<file path="config.mk">
export PLATFORM = sky130hd
export DESIGN_NAME = uart_core
export DESIGN_NICKNAME = d
export VERILOG_FILES = /design/src/logic/uart_fsm_pkg.sv /design/src/logic/uart_frame_pkg.sv /design/src/logic/uart_core.sv /design/src/logic/uart_rx.sv /design/src/logic/uart_tx.sv /design/src/logic/baud_gen.sv
export VERILOG_INCLUDE_DIRS = /design/src /design/src/logic
export SDC_FILE = /design/constraint.sdc
export NUM_CORES = 1
export LEC_CHECK = 0
export ABC_CLOCK_PERIOD_IN_PS = 4550
export BUFFER_PORTS_ARGS = -buffer_cell sky130_fd_sc_hd__buf_4
export CAP_MARGIN = 20
export CORE_ASPECT_RATIO = 1.4
export CORE_UTILIZATION = 59
export DETAILED_ROUTE_END_ITERATION = 8
export GPL_TIMING_DRIVEN = 0
export PLACE_DENSITY = 0.8
export SLEW_MARGIN = 30
export SYNTH_ARGS = -nofsm -noshare
export SYNTH_HDL_FRONTEND = slang
export SYNTH_HIERARCHICAL = 1
export SYNTH_SLANG_ARGS = --single-unit
</file>
<file path="constraint.sdc">
create_clock -name clk -period 4.55 [get_ports clk]
set_clock_uncertainty 0.2 [all_clocks]
set_input_delay 0.91 -clock clk [delete_from_list [all_inputs] [get_ports clk]]
set_output_delay 0.91 -clock clk [all_outputs]
set_load 0.01 [all_outputs]
</file>
<file path="src/logic/uart_consts.svh">
// *********************************************************************
// Width and count macros shared by the UART core
// *********************************************************************

`ifndef UART_CONSTS_SVH
`define UART_CONSTS_SVH

// Widest data word
`define UART_DATA_W      8

// Oversampling ticks per bit
`define UART_SAMPLES     16

// Prescaler compare value
`define UART_PRESCALE_W  16

// Data-size field, holds 5 to 8
`define UART_SIZE_W      4

// Tick-within-bit counter
`define UART_SAMPLE_W    4

`endif
</file>
<file path="src/logic/uart_fsm_pkg.sv">
// *********************************************************************
// Bit-sequencing state and counter types for both stages
// *********************************************************************

`default_nettype none
`include "uart_consts.svh"

package uart_fsm_pkg;

    typedef enum logic [2:0] {
        st_idle   = 3'b000,
        st_start  = 3'b001,
        st_data   = 3'b010,
        st_parity = 3'b011,
        st_stop0  = 3'b100,
        st_stop1  = 3'b101
    } line_state_e;

    typedef logic [`UART_SAMPLE_W-1:0]       sample_cnt_t;    // Tick within a bit
    typedef logic [$clog2(`UART_DATA_W)-1:0] bit_cnt_t;       // Data bit index

endpackage

`default_nettype wire

</file>
<file path="src/logic/uart_frame_pkg.sv">
// *********************************************************************
// Frame-format types and the parity bit function
// *********************************************************************

`default_nettype none
`include "uart_consts.svh"

package uart_frame_pkg;

    typedef logic [`UART_DATA_W-1:0]     data_t;
    typedef logic [`UART_SIZE_W-1:0]     data_size_t;      // 5 - 8
    typedef logic [`UART_PRESCALE_W-1:0] prescale_t;

    typedef enum logic [2:0] {
        par_none   = 3'b000,
        par_odd    = 3'b001,
        par_even   = 3'b010,
        par_stick0 = 3'b100,
        par_stick1 = 3'b101
    } parity_e;

    // Expected parity bit for a word already masked to data_size
    function automatic logic parity_bit(parity_e mode, data_t word);
        case (mode)
            par_odd:    return ~^word;
            par_even:   return ^word;
            par_stick1: return 1'b1;
            default:    return 1'b0;
        endcase
    endfunction

endpackage

`default_nettype wire

</file>
<file path="src/logic/uart_core.sv">
// *********************************************************************
// UART core top: baud generator, both stages and loopback select
// *********************************************************************

`default_nettype none

module uart_core (
    input  wire                             clk,
    input  wire                             resetn,
    input  wire uart_frame_pkg::prescale_t  prescale,
    input  wire uart_frame_pkg::data_size_t data_size,
    input  wire uart_frame_pkg::parity_e    parity,
    input  wire                             two_stop,
    input  wire                             loopback_en,
    input  wire                             tx_req,
    input  wire uart_frame_pkg::data_t      tx_data,
    output logic                            tx_ack,
    input  wire                             rx_ack,
    output logic                            rx_req,
    output uart_frame_pkg::data_t           rx_data,
    output logic                            rx_parity_err,
    output logic                            rx_frame_err,
    output logic                            rx_overrun,
    input  wire                             rx,
    output logic                            tx
);

    logic tick;
    logic rx_line;

    assign rx_line = loopback_en ? tx : rx;     // Internal loopback

    baud_gen baud_gen_i (
        .clk      (clk),
        .resetn   (resetn),
        .prescale (prescale),
        .tick     (tick)
    );

    uart_tx uart_tx_i (
        .clk       (clk),
        .resetn    (resetn),
        .tick      (tick),
        .data_size (data_size),
        .parity    (parity),
        .two_stop  (two_stop),
        .tx_req    (tx_req),
        .tx_data   (tx_data),
        .tx_ack    (tx_ack),
        .tx        (tx)
    );

    uart_rx uart_rx_i (
        .clk           (clk),
        .resetn        (resetn),
        .tick          (tick),
        .data_size     (data_size),
        .parity        (parity),
        .two_stop      (two_stop),
        .line          (rx_line),
        .rx_ack        (rx_ack),
        .rx_req        (rx_req),
        .rx_data       (rx_data),
        .rx_parity_err (rx_parity_err),
        .rx_frame_err  (rx_frame_err),
        .rx_overrun    (rx_overrun)
    );

endmodule

`default_nettype wire

</file>
<file path="src/logic/uart_rx.sv">
// *********************************************************************
// Receive stage: synchronizer, sampler, deserializer, error checks
// and the holding register behind the host req/ack handshake
// *********************************************************************

`default_nettype none
`include "uart_consts.svh"

module uart_rx (
    input  wire                             clk,
    input  wire                             resetn,
    input  wire                             tick,
    input  wire uart_frame_pkg::data_size_t data_size,
    input  wire uart_frame_pkg::parity_e    parity,
    input  wire                             two_stop,
    input  wire                             line,
    input  wire                             rx_ack,
    output logic                            rx_req,
    output uart_frame_pkg::data_t           rx_data,
    output logic                            rx_parity_err,
    output logic                            rx_frame_err,
    output logic                            rx_overrun
);

    logic [1:0]                sync_q;
    logic                      line_s;
    uart_fsm_pkg::line_state_e state;
    uart_fsm_pkg::sample_cnt_t sample_cnt;
    uart_fsm_pkg::bit_cnt_t    bit_cnt;
    uart_frame_pkg::data_t     shreg;
    uart_frame_pkg::data_t     word;
    logic                      perr_q;
    logic                      ferr_q;
    logic                      bit_end;
    logic                      mid_start;
    logic                      last_bit;
    logic                      frame_done;

    assign line_s     = sync_q[1];
    assign bit_end    = tick && (sample_cnt == uart_fsm_pkg::sample_cnt_t'(`UART_SAMPLES - 1));
    assign mid_start  = tick && (sample_cnt == uart_fsm_pkg::sample_cnt_t'(`UART_SAMPLES/2 - 1));
    assign last_bit   = ({1'b0, bit_cnt} == data_size - 4'd1);
    assign word       = shreg >> (`UART_DATA_W - data_size);   // Right-align, upper bits zero
    assign frame_done = bit_end && ((state == uart_fsm_pkg::st_stop0 && !two_stop) ||
                                    state == uart_fsm_pkg::st_stop1);

    always_ff @(posedge clk or negedge resetn) begin
        if (!resetn) begin
            sync_q <= 2'b11;
        end else begin
            sync_q <= {sync_q[0], line};
        end
    end

    // Data bits arrive LSB first and enter at the top
    always_ff @(posedge clk) begin
        if (bit_end && state == uart_fsm_pkg::st_data) begin
            shreg <= {line_s, shreg[`UART_DATA_W-1:1]};
        end
    end

    always_ff @(posedge clk or negedge resetn) begin
        if (!resetn) begin
            state      <= uart_fsm_pkg::st_idle;
            sample_cnt <= '0;
            bit_cnt    <= '0;
            perr_q     <= 1'b0;
            ferr_q     <= 1'b0;
        end else begin
            if (tick) begin
                sample_cnt <= sample_cnt + 1'b1;
            end
            case (state)
                uart_fsm_pkg::st_idle: begin
                    if (tick && !line_s) begin
                        state      <= uart_fsm_pkg::st_start;
                        sample_cnt <= '0;
                    end
                end
                uart_fsm_pkg::st_start: begin
                    if (mid_start) begin
                        // A start bit gone high by mid-bit was noise
                        state      <= line_s ? uart_fsm_pkg::st_idle : uart_fsm_pkg::st_data;
                        sample_cnt <= '0;
                        bit_cnt    <= '0;
                        perr_q     <= 1'b0;
                        ferr_q     <= 1'b0;
                    end
                end
                uart_fsm_pkg::st_data: begin
                    if (bit_end) begin
                        if (!last_bit) begin
                            bit_cnt <= bit_cnt + 1'b1;
                        end else if (parity == uart_frame_pkg::par_none) begin
                            state <= uart_fsm_pkg::st_stop0;
                        end else begin
                            state <= uart_fsm_pkg::st_parity;
                        end
                    end
                end
                uart_fsm_pkg::st_parity: begin
                    if (bit_end) begin
                        state  <= uart_fsm_pkg::st_stop0;
                        perr_q <= (line_s != uart_frame_pkg::parity_bit(parity, word));
                    end
                end
                uart_fsm_pkg::st_stop0: begin
                    if (bit_end) begin
                        state  <= two_stop ? uart_fsm_pkg::st_stop1 : uart_fsm_pkg::st_idle;
                        ferr_q <= !line_s;
                    end
                end
                default: begin
                    if (bit_end) begin
                        state <= uart_fsm_pkg::st_idle;         // Mid stop1
                    end
                end
            endcase
        end
    end

    // Host handshake and overrun
    always_ff @(posedge clk or negedge resetn) begin
        if (!resetn) begin
            rx_req     <= 1'b0;
            rx_overrun <= 1'b0;
        end else begin
            rx_overrun <= frame_done && rx_req;   // Word dropped, held one kept
            if (frame_done && !rx_req) begin
                rx_req <= 1'b1;
            end else if (rx_ack) begin
                rx_req <= 1'b0;
            end
        end
    end

    // Holding register
    always_ff @(posedge clk) begin
        if (frame_done && !rx_req) begin
            rx_data       <= word;
            rx_parity_err <= perr_q;
            rx_frame_err  <= ferr_q | !line_s;      // Final stop bit sampled now
        end
    end

    a_req_until_ack : assert property (
        @(posedge clk) disable iff (!resetn)
        (rx_req && !rx_ack) |=> rx_req
    );

endmodule

`default_nettype wire

</file>
<file path="src/logic/uart_tx.sv">
// *********************************************************************
// Transmit stage: req/ack capture, serializer and parity generator
// *********************************************************************

`default_nettype none
`include "uart_consts.svh"

module uart_tx (
    input  wire                             clk,
    input  wire                             resetn,
    input  wire                             tick,
    input  wire uart_frame_pkg::data_size_t data_size,
    input  wire uart_frame_pkg::parity_e    parity,
    input  wire                             two_stop,
    input  wire                             tx_req,
    input  wire uart_frame_pkg::data_t      tx_data,
    output logic                            tx_ack,
    output logic                            tx
);

    uart_fsm_pkg::line_state_e state;
    uart_fsm_pkg::sample_cnt_t sample_cnt;
    uart_fsm_pkg::bit_cnt_t    bit_cnt;
    uart_frame_pkg::data_t     shreg;
    uart_frame_pkg::data_t     tx_masked;
    logic                      par_bit;
    logic                      accept;
    logic                      bit_end;
    logic                      last_bit;

    assign tx_masked = tx_data & ~({`UART_DATA_W{1'b1}} << data_size);  // Drop unused bits
    assign accept    = (state == uart_fsm_pkg::st_idle) && tx_req && !tx_ack;
    assign bit_end   = tick && (sample_cnt == uart_fsm_pkg::sample_cnt_t'(`UART_SAMPLES - 1));
    assign last_bit  = ({1'b0, bit_cnt} == data_size - 4'd1);

    // Host handshake, ack held until the host drops req
    always_ff @(posedge clk or negedge resetn) begin
        if (!resetn) begin
            tx_ack <= 1'b0;
        end else if (accept) begin
            tx_ack <= 1'b1;
        end else if (tx_ack && !tx_req) begin
            tx_ack <= 1'b0;
        end
    end

    // Payload, loaded on capture and shifted at each data bit
    always_ff @(posedge clk) begin
        if (accept) begin
            shreg   <= tx_masked;
            par_bit <= uart_frame_pkg::parity_bit(parity, tx_masked);
        end else if (bit_end && state == uart_fsm_pkg::st_data) begin
            shreg <= shreg >> 1;
        end
    end

    always_ff @(posedge clk or negedge resetn) begin
        if (!resetn) begin
            state      <= uart_fsm_pkg::st_idle;
            sample_cnt <= '0;
            bit_cnt    <= '0;
            tx         <= 1'b1;                     // Line idles high
        end else if (accept) begin
            state      <= uart_fsm_pkg::st_start;
            sample_cnt <= '0;
            tx         <= 1'b0;                     // Start bit
        end else begin
            if (tick) begin
                sample_cnt <= sample_cnt + 1'b1;    // Wraps every 16 ticks
            end
            if (bit_end) begin
                case (state)
                    uart_fsm_pkg::st_start: begin
                        state   <= uart_fsm_pkg::st_data;
                        bit_cnt <= '0;
                        tx      <= shreg[0];
                    end
                    uart_fsm_pkg::st_data: begin
                        if (!last_bit) begin
                            bit_cnt <= bit_cnt + 1'b1;
                            tx      <= shreg[1];        // Next bit, shreg shifts now
                        end else if (parity == uart_frame_pkg::par_none) begin
                            state <= uart_fsm_pkg::st_stop0;
                            tx    <= 1'b1;
                        end else begin
                            state <= uart_fsm_pkg::st_parity;
                            tx    <= par_bit;
                        end
                    end
                    uart_fsm_pkg::st_parity: begin
                        state <= uart_fsm_pkg::st_stop0;
                        tx    <= 1'b1;
                    end
                    uart_fsm_pkg::st_stop0: begin
                        state <= two_stop ? uart_fsm_pkg::st_stop1 : uart_fsm_pkg::st_idle;
                    end
                    default: begin
                        state <= uart_fsm_pkg::st_idle;     // End of stop1
                        tx    <= 1'b1;
                    end
                endcase
            end
        end
    end

    a_ack_needs_req : assert property (
        @(posedge clk) disable iff (!resetn)
        $rose(tx_ack) |-> $past(tx_req)
    );

    a_idle_line_high : assert property (
        @(posedge clk) disable iff (!resetn)
        (state == uart_fsm_pkg::st_idle) |-> tx
    );

endmodule

`default_nettype wire

</file>
<file path="src/logic/baud_gen.sv">
// *********************************************************************
// Prescaler emitting the 16x oversampling tick
// *********************************************************************

`default_nettype none

module baud_gen (
    input  wire                            clk,
    input  wire                            resetn,
    input  wire uart_frame_pkg::prescale_t prescale,
    output logic                           tick
);

    uart_frame_pkg::prescale_t count;

    // Also wraps if prescale is lowered below the running count
    assign tick = (count >= prescale);

    always_ff @(posedge clk or negedge resetn) begin
        if (!resetn) begin
            count <= '0;
        end else if (tick) begin
            count <= '0;                            // Wrap
        end else begin
            count <= count + 1'b1;
        end
    end

    a_tick_single : assert property (
        @(posedge clk) disable iff (!resetn)
        (tick && prescale != '0) |=> !tick
    );

endmodule

`default_nettype wire

</file>
==> metrics.md <==
| Metric | Value |
|---|---|
| Peak VDD IR | `approximately 220 uV` |
| Area grow syn2layout | `15.8%` |
| Final min period | `4.23 ns` |
| Hold WC Path Type | `reg -> reg` |
| Wirelength per Cell | `15.8 um` |
| Largest stage delay on the critical path | `0.42 ns` |
| Slowest stage cell on the critical path | `o31ai_4` |
| Most common cell after layout, fill and taps aside | `buf_4` |
| Setup crit start kind | `input port` |
| RSZ-0062 raised after global routing | `no` |
| # clock sinks | `71` |
| RD Place Congestion | `approximately 0.9` |
| Met3 Wirelength | `448 um` |
| I/O pin count | `52` |
| Run status | `finished clean` |
| First-pass GRT wire length | `17000 um` |
| Initial Util | `60.8%` |
| Routed WL | `10100 um` |
| Detail Route Antenna Nets | `0` |
| Syn avg cell area | `9.99 um^2` |
| Mapped Nets | `533` |
| Post-synth ARST share | `62.0%` |
| Leakage power | `2.32 nW` |
| Final Hold Viols | `0` |
| Area occupied by registers | `0.00192 mm^2` |
| Multi-input gate area | `0.00250 mm^2` |
| Largest net degree at the start of global routing | `45` |
| Metal-1 WL | `3880 um` |
| Synth Instances | `~470` |
| CORE AREA | `0.00770 mm^2` |
| CTS tree | `yes` |
| Hold_ws | `0.157 ns` |
| Sequential share of the synthesized area | `40.9%` |
| Die Wd | `77.3 um` |
| Slew Limit Headroom | `49.6%` |
| Port-buffer cells | `51` |
| CTS Buf Count | `9` |
| Vias post-DR | `slightly below 4000` |
| Fin cells | `636` |
| Clock transition at path regs | `0.07 ns` |
| WL met2 | `5380 um` |
| Final setup fails | `0` |
| Design Power | `2.03 mW` |
| CP Cell Sequence | `buf_4 > inv_1 > ha_1 > nand4_1 > or3_4 > o31ai_4 > or3_1 > clkbuf_1 > nand4_1 > nor3b_1 > nand2_1 > nor2_4` |
| DP Cell Count | `620` |
| Yosys top cell by area | `dfrtp_1` |
| Remaining global-route overflow | `0` |
| PwrDens | `374 mW/mm^2` |
| Critical Path AT | `4.05 ns` |
| Number of synthesis warnings | `6` |
| Final Max Tran Viols | `0` |
| Distinct cells, synth | `73` |
| Setup TNS | `0 ns` |
| Synth top area share | `21.9%` |
| Post-CTS Setup Inserts | `0` |
| Max_cap viols | `0` |
| Commonest non-fill, non-tap cells in the layout | `buf_4, dfrtp_1, nand2_1` |
| Clk_lat worst skew | `around 0.36 ns` |
| Hold Buf Count CTS | `0` |
| Die area | `0.00831 mm^2` |
| Worst Path Max Fanout | `11` |
| Final #Nets | `595` |
| Htree depth | `3` |
| Critical path type | `in -> reg` |
| Highest Clock Rate | `237 MHz` |
| Post-DP HPWL | `7530 um` |
| TritonRoute pass-1 iters | `4` |
| Synthesized cell area | `~0.0047 mm^2` |
| Synth Flop Type | `dfrtp_1` |
| Synthesis-stage register bit count | `71` |
| Top layer in use | `met4` |
| Post-CTS sizing | `1` |
| CP required | `4.37 ns` |
| Most prevalent standard cell on the critical path | `nand4_1` |
| Total GRT Usage | `between 20% and 30%` |
| Clock Path Buffers | `2` |
| DR iter-0 viols | `164` |
| Fill cells | `605` |
| Initial antenna violation count | `0` |
| Slew @ Worst Pin | `0.751 ns` |
| Cells taking the most area after synthesis | `dfrtp_1, edfxtp_1, ha_1` |
| DRC viols | `0` |
| Worst Setup End Kind | `register` |
| Vias per cell | `6.04` |
| Post-synth EDFFs | `27` |
| Clk Tree Root Cell | `clkbuf_8` |
| Final Cycle Share | `between 90% and 100%` |
| Layout cells sized above 1 | `20.1%` |
| Die Span Y | `107 um` |
| Vias in the first global route | `3834` |
| Row count | `38` |
| Ant. Diodes | `0` |
## Yosys cell counts, types with 7 or more instances
| library cell | count |
|---|---|
| ha_1 | 26 |
| xnor2_1 | 24 |
| dfrtp_1 | 41 |
| a21oi_1 | 16 |
| o21ai_0 | 28 |
| inv_1 | 37 |
| nand4_1 | 11 |
| clkbuf_1 | 7 |
| nor2_1 | 35 |
| nand2b_1 | 8 |
| nor4_2 | 9 |
| nor4_1 | 13 |
| xor2_1 | 9 |
| nor3_1 | 16 |
| nand3_1 | 13 |
| nand2_1 | 39 |
| edfxtp_1 | 27 |
## critical path: cells and delay by family
family | cells | cell delay, ns
AND/OR/NAND/NOR | 7 | 1.96
AO/OA/AOI/OAI | 1 | 0.42
buffers and inverters | 3 | 0.44
adder cells (fa/ha/maj) | 1 | 0.29
## registers in the layout, summed over array words and instances (netlist names), 2 cells and up
register              cells
uart_rx_i/shreg           8
uart_rx_i/sync_q          2
uart_rx_i/rx_data         8
uart_rx_i/bit_cnt         3
baud_gen_i/count         16
uart_tx_i/state           3
uart_tx_i/bit_cnt         3
uart_rx_i/sample_cnt      4
uart_rx_i/state           3
uart_tx_i/sample_cnt      4
uart_tx_i/shreg           8
## per-layer routing
| metal | vias up | GRT usage (%) |
|---|---|---|
| li1 | 1839 | - |
| met5 | - | 0 |
| met1 | 1862 | 27.8 |
| met4 | 0 | 13.5 |
| met2 | 109 | 47.9 |
| met3 | 34 | 5.76 |
## logic make-up (layout without fill, tap and decap cells)
kind of cell,after synthesis,in the layout,share of synthesized area [%]
compound gates,92,92,13.8
xor+xnor,36,36,7.48
fa+ha+maj,27,27,7.16
buf+inv,56,123,6.11
flops,71,71,40.9
mux,13,13,3.85
simple gates,174,174,20.7
## worst paths after layout
path / from / end / slack (ns) / cells after the start
worst max-delay path: prescale[9] / uart_rx_i/rx_data[0] / 0.32 / 12
worst min-delay path: uart_rx_i/sync_q[0] / uart_rx_i/sync_q[1] / 0.16 / 0
worst max register to register: baud_gen_i/count[11] / uart_rx_i/rx_data[0] / 0.49 / 10
worst min register to register: uart_rx_i/sync_q[0] / uart_rx_i/sync_q[1] / 0.16 / 0
max in group asynchronous: resetn / baud_gen_i/count[6] / 3.40 / 1
min in group asynchronous: resetn / uart_tx_i/bit_cnt[0] / 0.34 / 1
## final cells by class
type | count | share of cell area (%)
Buffer | 18 | 2.65
Sequential cell | 71 | 35.3
Clock buffer | 14 | 3.39
Inverter | 38 | 2.63
Tap cell | 100 | 2.31
Multi-Input combinational cell | 342 | 46.0
Clock inverter | 2 | 0.646
Timing Repair Buffer | 51 | 7.06
## per-stage QoR
step | utilization [%] | setup WS (ns) | area [um^2]
4_1_cts | 70.3 | 0.186 | 5420
3_3_place_gp | 67.4 | -0.397 | 5190
6_report | 70.4 | 0.324 | 5430
5_1_grt | 70.4 | 0.0118 | 5430
3_5_place_dp | 67.4 | -0.457 | 5190
2_1_floorplan | - | 0.326 | 4690
## power breakdown
| part | internal [mW] | switching [mW] | total (mW) |
|---|---|---|---|
| Sequential | 0.775 | 0.104 | 0.879 |
| Combinational | 0.258 | 0.341 | 0.600 |
| Clock | 0.316 | 0.233 | 0.549 |
Power figures use the tool's default switching activity.
